### src/mbox_config.svh
// mailbox build configuration
`ifndef MBOX_CONFIG_SVH
`define MBOX_CONFIG_SVH

// width of a data word and of every register in the mailbox
`define MBOX_DATA_W 32

// number of words the internal buffer can hold
// the write pointer saturates when it reaches this count
`define MBOX_DEPTH 64

// width of the user id carried with each request
// a soc owner is matched against this id on every access
`define MBOX_USER_W 8

// width of the register word offset on the request port
// nine registers are decoded out of this field
`define MBOX_ADDR_W 4

`endif

### src/mbox_pkg.sv
// mailbox shared types
`include "mbox_config.svh"

package mbox_pkg;

    // lock and protocol states, error is left only by a forced unlock
    typedef enum logic [2:0] {
        fsm_idle     = 3'd0,
        fsm_rdy_cmd  = 3'd1,
        fsm_rdy_dlen = 3'd2,
        fsm_rdy_data = 3'd3,
        fsm_exec_uc  = 3'd4,
        fsm_exec_soc = 3'd5,
        fsm_error    = 3'd6
    } mbox_fsm_e;

    // register word offsets seen on the request port
    typedef enum logic [`MBOX_ADDR_W-1:0] {
        reg_lock    = 4'd0,
        reg_user    = 4'd1,
        reg_cmd     = 4'd2,
        reg_dlen    = 4'd3,
        reg_datain  = 4'd4,
        reg_dataout = 4'd5,
        reg_execute = 4'd6,
        reg_status  = 4'd7,
        reg_unlock  = 4'd8
    } mbox_reg_e;

    // one request from either agent, soc is set for the external side
    typedef struct packed {
        mbox_reg_e               addr;
        logic                    write;
        logic                    soc;
        logic [`MBOX_USER_W-1:0] user;
        logic [`MBOX_DATA_W-1:0] wdata;
    } mbox_req_t;

    // request held for the single cycle in which it is judged
    typedef struct packed {
        logic      active;
        mbox_req_t req;
    } mbox_access_t;

    typedef struct packed {
        logic axs_without_lock;
        logic axs_incorrect_order;
    } mbox_prot_err_t;

    typedef struct packed {
        logic push;
        logic pop;
        logic restart;
        logic latch_len;
    } mbox_buf_cmd_t;

endpackage

### src/mbox_host_if.sv
// mailbox register front end
`timescale 1ns/1ps
`include "mbox_config.svh"

module mbox_host_if
    import mbox_pkg::*;
(
    input  logic                    clk,
    input  logic                    rst_b,
    input  logic                    req_valid,
    output logic                    req_ready,
    input  mbox_req_t               req,
    output logic                    rsp_valid,
    output logic [`MBOX_DATA_W-1:0] rsp_rdata,
    output logic                    rsp_err,
    output mbox_access_t            acc,
    input  logic                    grant,
    input  logic                    drop,
    input  logic                    lock,
    input  mbox_fsm_e               fsm,
    input  logic [`MBOX_USER_W-1:0] owner_user,
    input  logic                    status_clr,
    input  logic [`MBOX_DATA_W-1:0] dataout,
    output logic                    execute,
    output logic [`MBOX_DATA_W-1:0] dlen
);

    logic                    accept;
    logic                    acc_active;
    mbox_req_t               acc_req;
    logic                    wr_ok;
    logic [`MBOX_DATA_W-1:0] cmd_q;
    logic [3:0]              status_q;
    logic [`MBOX_DATA_W-1:0] rdata;

    // one request in flight, so ready drops while it is judged and answered
    assign req_ready = ~(acc_active | rsp_valid);
    assign accept    = req_valid & req_ready;
    assign acc       = '{active: acc_active, req: acc_req};

    // register writes land only when the controller grants them
    assign wr_ok = acc_active & acc_req.write & grant;

    always_ff @(posedge clk or negedge rst_b) begin
        if (!rst_b) begin
            acc_active <= 1'b0;
            rsp_valid  <= 1'b0;
            rsp_err    <= 1'b0;
        end else begin
            acc_active <= accept;
            rsp_valid  <= acc_active;
            // drop is already qualified by an active access
            rsp_err    <= drop;
        end
    end

    // the response carries register values from before this access takes effect
    always_ff @(posedge clk) begin
        if (accept) begin
            acc_req <= req;
        end
        if (acc_active) begin
            rsp_rdata <= drop ? '0 : rdata;
        end
    end

    always_ff @(posedge clk or negedge rst_b) begin
        if (!rst_b) begin
            cmd_q    <= '0;
            dlen     <= '0;
            execute  <= 1'b0;
            status_q <= '0;
        end else begin
            if (wr_ok && acc_req.addr == reg_cmd) begin
                cmd_q <= acc_req.wdata;
            end
            if (wr_ok && acc_req.addr == reg_dlen) begin
                dlen <= acc_req.wdata;
            end
            // returning to idle wipes the handshake registers
            if (status_clr) begin
                execute  <= 1'b0;
                status_q <= '0;
            end else begin
                if (wr_ok && acc_req.addr == reg_execute) begin
                    execute <= acc_req.wdata[0];
                end
                if (wr_ok && acc_req.addr == reg_status) begin
                    status_q <= acc_req.wdata[3:0];
                end
            end
        end
    end

    // read data by offset, write only registers read back as zero
    always_comb begin
        rdata = '0;
        case (acc_req.addr)
            reg_lock:    rdata[0] = lock;
            reg_user:    rdata[`MBOX_USER_W-1:0] = owner_user;
            reg_cmd:     rdata = cmd_q;
            reg_dlen:    rdata = dlen;
            reg_dataout: rdata = dataout;
            reg_execute: rdata[0] = execute;
            reg_status: begin
                rdata[3:0] = status_q;
                rdata[6:4] = fsm;
            end
            default:     rdata = '0;
        endcase
    end

endmodule

### src/mbox_ctrl.sv
// mailbox lock and protocol controller
`timescale 1ns/1ps
`include "mbox_config.svh"

module mbox_ctrl
    import mbox_pkg::*;
(
    input  logic                                clk,
    input  logic                                rst_b,
    input  mbox_access_t                        acc,
    input  logic                                execute,
    input  logic [$clog2(`MBOX_DEPTH):0]        buf_wr_count,
    output logic                                grant,
    output logic                                drop,
    output logic                                lock,
    output mbox_fsm_e                           fsm,
    output logic [`MBOX_USER_W-1:0]             owner_user,
    output logic                                status_clr,
    output mbox_buf_cmd_t                       buf_cmd,
    output logic                                uc_data_avail,
    output logic                                soc_data_avail,
    output mbox_prot_err_t                      prot_err
);

    localparam int CNT_W = $clog2(`MBOX_DEPTH) + 1;
    localparam logic [CNT_W-1:0] FULL_CNT = CNT_W'(`MBOX_DEPTH);

    mbox_fsm_e      fsm_nxt;
    mbox_prot_err_t prot_err_nxt;
    logic           soc_owner;
    logic           wr_acc;
    logic           rd_acc;
    logic           valid_requester;
    logic           valid_receiver;
    logic           free_axs;
    logic           rdy_state;
    logic           exec_state;
    logic           right_reg;
    logic           acquire;
    logic           exec_set;
    logic           exec_clr;
    logic           force_unlock;

    assign wr_acc = acc.active & acc.req.write;
    assign rd_acc = acc.active & ~acc.req.write;

    assign rdy_state  = (fsm == fsm_rdy_cmd) | (fsm == fsm_rdy_dlen) | (fsm == fsm_rdy_data);
    assign exec_state = (fsm == fsm_exec_uc) | (fsm == fsm_exec_soc);

    // the owner is the requester, a soc owner must also present its own user id
    assign valid_requester = lock & (acc.req.soc ? (soc_owner & (acc.req.user == owner_user))
                                                 : ~soc_owner);
    // the other side may act only once the data is handed over to it
    assign valid_receiver = lock & (acc.req.soc ? (~soc_owner & (fsm == fsm_exec_soc))
                                                : (soc_owner & (fsm == fsm_exec_uc)));

    // lock, user and status reads are open to anyone, and so is a uc unlock
    assign free_axs = (~acc.req.write & (acc.req.addr inside {reg_lock, reg_user, reg_status}))
                    | (acc.req.write & ~acc.req.soc & (acc.req.addr == reg_unlock));
    assign drop = acc.active & ~(valid_requester | valid_receiver | free_axs);

    // which write a valid requester is allowed to make in each filling state
    always_comb begin
        case (fsm)
            fsm_rdy_cmd:  right_reg = acc.req.addr == reg_cmd;
            fsm_rdy_dlen: right_reg = acc.req.addr == reg_dlen;
            fsm_rdy_data: right_reg = acc.req.addr inside {reg_datain, reg_execute};
            default:      right_reg = 1'b0;
        endcase
    end

    always_comb begin
        grant = 1'b0;
        if (wr_acc) begin
            case (acc.req.addr)
                reg_cmd:     grant = valid_requester & (fsm == fsm_rdy_cmd);
                reg_dlen:    grant = valid_requester & (fsm == fsm_rdy_dlen);
                // pushes stop once the buffer is full
                reg_datain:  grant = valid_requester & (fsm == fsm_rdy_data)
                                   & (buf_wr_count < FULL_CNT);
                reg_execute: grant = valid_requester & (acc.req.wdata[0] ? (fsm == fsm_rdy_data)
                                                                         : exec_state);
                reg_status:  grant = valid_receiver;
                reg_unlock:  grant = ~acc.req.soc & acc.req.wdata[0];
                default:     grant = 1'b0;
            endcase
        end
    end

    assign acquire      = rd_acc & (acc.req.addr == reg_lock) & ~lock & (fsm == fsm_idle);
    assign exec_set     = grant & (acc.req.addr == reg_execute) & acc.req.wdata[0];
    assign exec_clr     = grant & (acc.req.addr == reg_execute) & ~acc.req.wdata[0] & execute;
    assign force_unlock = grant & (acc.req.addr == reg_unlock);
    assign status_clr   = exec_clr | force_unlock;

    // only soc accesses are policed, the uc is trusted to follow the sequence
    assign prot_err_nxt.axs_without_lock    = wr_acc & acc.req.soc & (fsm == fsm_idle);
    assign prot_err_nxt.axs_incorrect_order = wr_acc & acc.req.soc & valid_requester
                                            & rdy_state & ~right_reg;

    always_comb begin
        fsm_nxt = fsm;
        case (fsm)
            fsm_idle:     if (acquire) fsm_nxt = fsm_rdy_cmd;
            fsm_rdy_cmd:  if (grant && acc.req.addr == reg_cmd) fsm_nxt = fsm_rdy_dlen;
            fsm_rdy_dlen: if (grant && acc.req.addr == reg_dlen) fsm_nxt = fsm_rdy_data;
            // data goes to the side that did not set execute
            fsm_rdy_data: if (exec_set) fsm_nxt = soc_owner ? fsm_exec_uc : fsm_exec_soc;
            fsm_exec_uc,
            fsm_exec_soc: if (exec_clr) fsm_nxt = fsm_idle;
            default:      fsm_nxt = fsm;
        endcase
        if (prot_err_nxt.axs_incorrect_order) begin
            fsm_nxt = fsm_error;
        end
        // forced unlock wins from any state, the error state included
        if (force_unlock) begin
            fsm_nxt = fsm_idle;
        end
    end

    // pointers restart on the hand-over and whenever the mailbox goes back to idle
    assign buf_cmd.push      = grant & (acc.req.addr == reg_datain);
    assign buf_cmd.pop       = rd_acc & (acc.req.addr == reg_dataout) & valid_receiver;
    assign buf_cmd.restart   = exec_set | status_clr;
    assign buf_cmd.latch_len = exec_set;

    assign uc_data_avail  = fsm == fsm_exec_uc;
    assign soc_data_avail = fsm == fsm_exec_soc;

    always_ff @(posedge clk or negedge rst_b) begin
        if (!rst_b) begin
            fsm        <= fsm_idle;
            lock       <= 1'b0;
            soc_owner  <= 1'b0;
            owner_user <= '0;
            prot_err   <= '0;
        end else begin
            fsm      <= fsm_nxt;
            prot_err <= prot_err_nxt;
            if (acquire) begin
                lock       <= 1'b1;
                soc_owner  <= acc.req.soc;
                owner_user <= acc.req.user;
            end else if (status_clr) begin
                lock <= 1'b0;
            end
        end
    end

endmodule

### src/mbox_buffer.sv
// mailbox word buffer
`timescale 1ns/1ps
`include "mbox_config.svh"

module mbox_buffer
    import mbox_pkg::*;
(
    input  logic                          clk,
    input  logic                          rst_b,
    input  mbox_access_t                  acc,
    input  mbox_buf_cmd_t                 buf_cmd,
    input  logic [`MBOX_DATA_W-1:0]       dlen,
    output logic [$clog2(`MBOX_DEPTH):0]  buf_wr_count,
    output logic [`MBOX_DATA_W-1:0]       dataout
);

    localparam int IDX_W = $clog2(`MBOX_DEPTH);
    localparam int CNT_W = IDX_W + 1;
    localparam logic [CNT_W-1:0] DEPTH_C = CNT_W'(`MBOX_DEPTH);

    logic [`MBOX_DATA_W-1:0] mem [`MBOX_DEPTH];
    logic [CNT_W-1:0]        wr_ptr;
    logic [CNT_W-1:0]        rd_ptr;
    logic [CNT_W-1:0]        len_q;
    logic [CNT_W-1:0]        len_nxt;
    logic [CNT_W-1:0]        dlen_cap;
    logic [`MBOX_DATA_W-1:0] dlen_words;
    logic                    wr_en;
    logic                    rd_ok;

    // a byte count rounds up to whole words
    assign dlen_words = {2'b00, dlen[`MBOX_DATA_W-1:2]} + `MBOX_DATA_W'(|dlen[1:0]);
    assign dlen_cap   = (dlen_words > `MBOX_DATA_W'(`MBOX_DEPTH)) ? DEPTH_C
                                                                  : dlen_words[CNT_W-1:0];
    // the receiver never reads past what the sender actually wrote
    assign len_nxt = (dlen_cap < wr_ptr) ? dlen_cap : wr_ptr;

    assign wr_en = buf_cmd.push & (wr_ptr < DEPTH_C);
    assign rd_ok = rd_ptr < len_q;

    assign buf_wr_count = wr_ptr;
    assign dataout      = rd_ok ? mem[rd_ptr[IDX_W-1:0]] : '0;

    always_ff @(posedge clk) begin
        if (wr_en) begin
            mem[wr_ptr[IDX_W-1:0]] <= acc.req.wdata;
        end
    end

    // the length is sampled from the write pointer before the restart clears it
    always_ff @(posedge clk or negedge rst_b) begin
        if (!rst_b) begin
            wr_ptr <= '0;
            rd_ptr <= '0;
            len_q  <= '0;
        end else begin
            if (buf_cmd.latch_len) begin
                len_q <= len_nxt;
            end
            if (buf_cmd.restart) begin
                wr_ptr <= '0;
                rd_ptr <= '0;
            end else begin
                if (wr_en) wr_ptr <= wr_ptr + 1'b1;
                if (buf_cmd.pop && rd_ok) rd_ptr <= rd_ptr + 1'b1;
            end
        end
    end

endmodule

### src/mbox_top.sv
// mailbox top level
`timescale 1ns/1ps
`include "mbox_config.svh"

module mbox_top
    import mbox_pkg::*;
(
    input  logic                    clk,
    input  logic                    rst_b,
    input  logic                    req_valid,
    output logic                    req_ready,
    input  mbox_req_t               req,
    output logic                    rsp_valid,
    output logic [`MBOX_DATA_W-1:0] rsp_rdata,
    output logic                    rsp_err,
    output logic                    uc_data_avail,
    output logic                    soc_data_avail,
    output mbox_prot_err_t          prot_err
);

    mbox_access_t                 acc;
    mbox_buf_cmd_t                buf_cmd;
    mbox_fsm_e                    fsm;
    logic                         grant;
    logic                         drop;
    logic                         lock;
    logic                         status_clr;
    logic                         execute;
    logic [`MBOX_USER_W-1:0]      owner_user;
    logic [`MBOX_DATA_W-1:0]      dlen;
    logic [`MBOX_DATA_W-1:0]      dataout;
    logic [$clog2(`MBOX_DEPTH):0] buf_wr_count;

    // register port, holds the access and answers it a cycle later
    mbox_host_if u_host_if (
        .clk, .rst_b, .req_valid, .req_ready, .req, .rsp_valid, .rsp_rdata, .rsp_err,
        .acc, .grant, .drop, .lock, .fsm, .owner_user, .status_clr, .dataout,
        .execute, .dlen
    );

    // judges every access and steers the buffer
    mbox_ctrl u_ctrl (
        .clk, .rst_b, .acc, .execute, .buf_wr_count, .grant, .drop, .lock, .fsm,
        .owner_user, .status_clr, .buf_cmd, .uc_data_avail, .soc_data_avail, .prot_err
    );

    mbox_buffer u_buffer (
        .clk, .rst_b, .acc, .buf_cmd, .dlen, .buf_wr_count, .dataout
    );

endmodule

### config.mk
export PLATFORM = sky130hd
export DESIGN_NAME = mbox_top
export DESIGN_NICKNAME = d
export VERILOG_FILES = /design/src/mbox_pkg.sv /design/src/mbox_host_if.sv /design/src/mbox_ctrl.sv /design/src/mbox_buffer.sv /design/src/mbox_top.sv
export VERILOG_INCLUDE_DIRS = /design/src
export SDC_FILE = /design/constraint.sdc
export NUM_CORES = 2
export LEC_CHECK = 0
export BUFFER_PORTS_ARGS = -buffer_cell sky130_fd_sc_hd__buf_2
export CAP_MARGIN = 20
export CELL_PAD_IN_SITES_DETAIL_PLACEMENT = 1
export CELL_PAD_IN_SITES_GLOBAL_PLACEMENT = 1
export CORE_ASPECT_RATIO = 1.4
export CORE_MARGIN = 4
export CORE_UTILIZATION = 45
export DETAILED_ROUTE_END_ITERATION = 16
export HOLD_SLACK_MARGIN = 0.15
export MAX_ROUTING_LAYER = met4
export PLACE_DENSITY_LB_ADDON = 0.08
export SETUP_SLACK_MARGIN = 0.5
export SYNTH_ARGS = -nofsm -noshare
export SYNTH_HDL_FRONTEND = slang
export SYNTH_HIERARCHICAL = 1
export SYNTH_SLANG_ARGS = --single-unit
### constraint.sdc
create_clock -name clk -period 5.2 [get_ports clk]
set_input_delay 1.04 -clock clk [delete_from_list [all_inputs] [get_ports clk]]
set_output_delay 1.04 -clock clk [all_outputs]
set_load 0.05 [all_outputs]
==> results.sh <==
export IMPL_port_buffers=87
export IMPL_cts_root_buf="clkbuf_16"
export IMPL_slew_violations=0
export IMPL_crit_buf_inv=0
export IMPL_max_freq_ghz=0.225
export IMPL_r2r_end="u_buffer/len_q[3]$_DFFE_PN0P_"
export IMPL_drive_gt1_frac=0.337
export IMPL_period_share=0.854
export IMPL_place_ws_ns=0.211
export IMPL_synth_edf_count=2126
export IMPL_drt_iter0_drc=3555
export IMPL_critPathArrivalTime_ns=5.12
export IMPL_finalWirelength_mm=230
export IMPL_syn_area_per_cell_sq_um=22.9
export IMPL_place_congestion=0.858
export IMPL_final_antenna_net_count=0
export IMPL_outcome="complete, no violations"
export IMPL_fp_dieW_microns=380
export IMPL_power_frac_seq=0.558
export IMPL_clk_latency_ns=0.86
export IMPL_firstDrtPassIters=7
export IMPL_startpoint_type="flop"
export IMPL_hpwl_mm=135
export IMPL_hold_class="input port to asynchronous set/reset pin"
export IMPL_fin_setup_tns_ns=0
export IMPL_setup_violations=0
export IMPL_yosysSeqAreaShare=0.762
export IMPL_fillers=16500
export IMPL_p_sw_mw=7.15
export IMPL_setup_ws_ns=0.758
export IMPL_grtUsageTotal=0.238
export IMPL_p_int_mw=28.5
export IMPL_cts_reportedPaths_clkPinSlew_ns=0.06
export IMPL_power_density_mw_per_mm2=357
export IMPL_p_comb_frac=0.018
export IMPL_period_needed_ns=4.44
export IMPL_hold_viol=0
export IMPL_relSlewSlack=0.239
export IMPL_reg2reg_from="u_host_if/dlen[1]$_DFFE_PN0P_"
export IMPL_ff2ff_setup_slack_ns=0.76
export IMPL_ir_drop_mv=0.251
export IMPL_antenna_found_initial=21
export IMPL_areaGrowthSynthToFinish_pct=14.4
export IMPL_ys_seq_elements=2234
export IMPL_htree_num_levels=4
export IMPL_dr_total_vias=41100
export IMPL_num_rows=191
export IMPL_grt_pass1_wl_mm=332
export IMPL_drt_wirelength_per_cell_microns=33.8
export IMPL_cp_slowest_stage_delay_ns=0.38
export IMPL_path_max_fanout=13
export IMPL_cp_required_ns=5.88
export IMPL_rsz0062_at_grt="no"
export IMPL_async_reset_ff_frac=0.0483
export IMPL_slowest_stage="or3b_1"
export IMPL_critical_path_top_delay_family="simple AND/OR/NAND/NOR gates"
export IMPL_finalClockSkew_ns=0.0442
export IMPL_end_kind="flop"
export IMPL_synth_warnings=6
export IMPL_hold_buffers=0
export IMPL_grt_max_degree=68
export IMPL_nNetsFinal=4202
export IMPL_sw_frac_of_total=0.201
export IMPL_clkPwrFrac=0.424
export IMPL_cts_buffers=219
export IMPL_viasPerCell=6.03
export IMPL_overflow=0
export IMPL_cts_sinks=2234
export IMPL_cts_tree="yes"
export IMPL_core_area_sq_mm=0.193
export IMPL_path_cells="or2_2 > ha_4 > ha_4 > and4_4 > and3_4 > nand3_2 > or3b_1 > a22o_1 > nor4_4 > nand2_2 > nor2_1 > ha_1 > a21o_1 > a21o_1 > a21oi_2 > o21a_1 > nor2_2 > and3_1 > a41oi_1 > o211ai_1"
export IMPL_syn_num_nets=3878
export IMPL_total_leakage_power_nw=30.6
export IMPL_reg2reg_depth=20
export IMPL_yosys_most_used_dff="edfxtp_1"
export IMPL_post_dp_cell_area_sq_mm=0.0931
export IMPL_clk_path_buf_depth=4
export IMPL_syn_inst=3813
export IMPL_ys_types=88
export IMPL_tightest_slew_ns=1.14
export IMPL_worst_path_stages=20
export IMPL_die_y_microns=529
export IMPL_worstSetupPathType="flop to flop"
export IMPL_drcViolationCount=0
export IMPL_final_area_sq_mm=0.0999
export IMPL_post_route_util=0.517
export IMPL_max_cap_viol_count=0
export IMPL_syn_area_sq_mm=0.0873
export IMPL_final_cell_mix="edfxtp_1, mux4_2, clkbuf_16, buf_4, dfrtp_1"
export IMPL_grt_pass1_vias=44100
export IMPL_start_util=0.452
export IMPL_final_common_cell="edfxtp_1"
export IMPL_io_pins=88
export IMPL_die_area_sq_mm=0.201
[flip-flops by register name, summed over array words and instances, names as in the netlist, 4 cells and up]
register and flops:
u_host_if/dlen 32, u_host_if/cmd_q 32, u_buffer/len_q 7, u_ctrl/owner_user 8, u_host_if/status_q 4, u_buffer/mem 2048, u_buffer/buf_wr_count 7, u_host_if/acc 46
u_buffer/rd_ptr 7, u_host_if/rsp_rdata 32
[stage by stage]
step                std cells  power [mW]  hold slack [ns]
global route             6816        36.9            0.289
finish                   6819        35.6            0.270
floorplan                3813        20.6            0.457
CTS                      6811        36.1            0.238
global placement         6419        20.9            0.472
detailed placement       6420        20.9            0.480
[logic make-up (layout without fill, tap and decap cells)]
kind of cell               after synthesis  in the layout  synth area share
DFF                                   2234           2234             0.762
muxes                                  766            766             0.185
and+or+nand+nor                        383            383            0.0232
buffers and inverters                  230            723            0.0108
AOI/OAI and AO/OA                      161            161            0.0143
xor gates and xnor gates                23             23           0.00231
adders and majority gates               16             16           0.00229
other                                    0              4                 0
[Yosys cell counts, drive strengths merged (3+ instances only)]
master	count	area (sq um)
buf	72	347
nor3	19	100
or3	5	31.3
mux4	672	15100
nand2	42	158
nand2b	12	75.1
edfxtp	2126	63800
nand3	31	173
nor2b	38	238
o21a	5	37.5
mux2	81	912
and3	12	75.1
nor2	159	602
a41oi	6	52.6
and4bb	3	37.5
and4	7	61.3
mux2i	13	130
or2	4	25.0
o211ai	10	88.8
nor3b	6	61.3
a2bb2oi	24	210
clkbuf	132	497
and2	8	50.1
a32oi	3	33.8
o31ai	4	30.0
a21o	4	30.0
a22o	9	78.8
nand4	15	109
xnor2	18	158
xor2	5	43.8
a21boi	3	22.5
ha	16	200
nor4	7	80.1
o21ai	16	80.1
inv	26	97.6
a31oi	4	25.0
dfrtp	108	2700
a21oi	23	115
a222oi	6	60.1
a22oi	25	188
[final cells by class]
class | instances | area [sq um] | area share
timing repair buffer | 307 | 2980 | 0.0298
clock inverter | 99 | 727 | 0.00727
sequential | 2234 | 66600 | 0.666
multi-input combinational | 1349 | 20400 | 0.204
clock buffer | 291 | 5990 | 0.0599
antenna | 4 | 10.0 | 0.000100
tap | 2509 | 3140 | 0.0314
inverter | 26 | 97.6 | 0.000977
[power by group through the flow]
stage | sequential, mW | clock (mW) | combinational [mW]
2_1_floorplan | 20.4 | 0 | 0.139
3_3_place_gp | 20.3 | 0 | 0.647
3_5_place_dp | 20.3 | 0 | 0.673
4_1_cts | 19.9 | 15.6 | 0.672
5_1_grt | 19.9 | 16.3 | 0.715
6_report | 19.9 | 15.1 | 0.652
[worst max-delay path by stage]
stage                                              from                             to  slack, ns
final                     u_host_if/dlen[1]$_DFFE_PN0P_  u_buffer/len_q[3]$_DFFE_PN0P_       0.76
after global routing      u_host_if/dlen[1]$_DFFE_PN0P_  u_buffer/len_q[3]$_DFFE_PN0P_       0.54
after CTS                 u_host_if/dlen[1]$_DFFE_PN0P_  u_buffer/len_q[1]$_DFFE_PN0P_       0.53
after detailed placement  u_host_if/dlen[1]$_DFFE_PN0P_  u_buffer/len_q[1]$_DFFE_PN0P_       0.21
after global placement    u_host_if/dlen[0]$_DFFE_PN0P_  u_buffer/len_q[1]$_DFFE_PN0P_       0.24
after floorplan              u_host_if/acc[0]$_DFFE_PP_  u_buffer/mem[63][0]$_DFFE_PP_       0.32
[what timing repair did]
action                                  4_1_cts  5_1_grt
pin swaps                                     1        6
gates resized for setup                       9        9
endpoints found under the setup margin        6        7
setup buffers                                 1        4
[per-layer routing]
metal  vias to the layer above  share of wire  GRT usage  wire (microns)
met2                      1052           0.54      0.413          123000
met1                     22900           0.40      0.304           92300
met5                         -              0          -               0
met4                         0          0.020     0.0475            4500
met3                       289          0.045     0.0306           10300
li1                      16900              -          -               -
(Power assumes the default switching activity.)
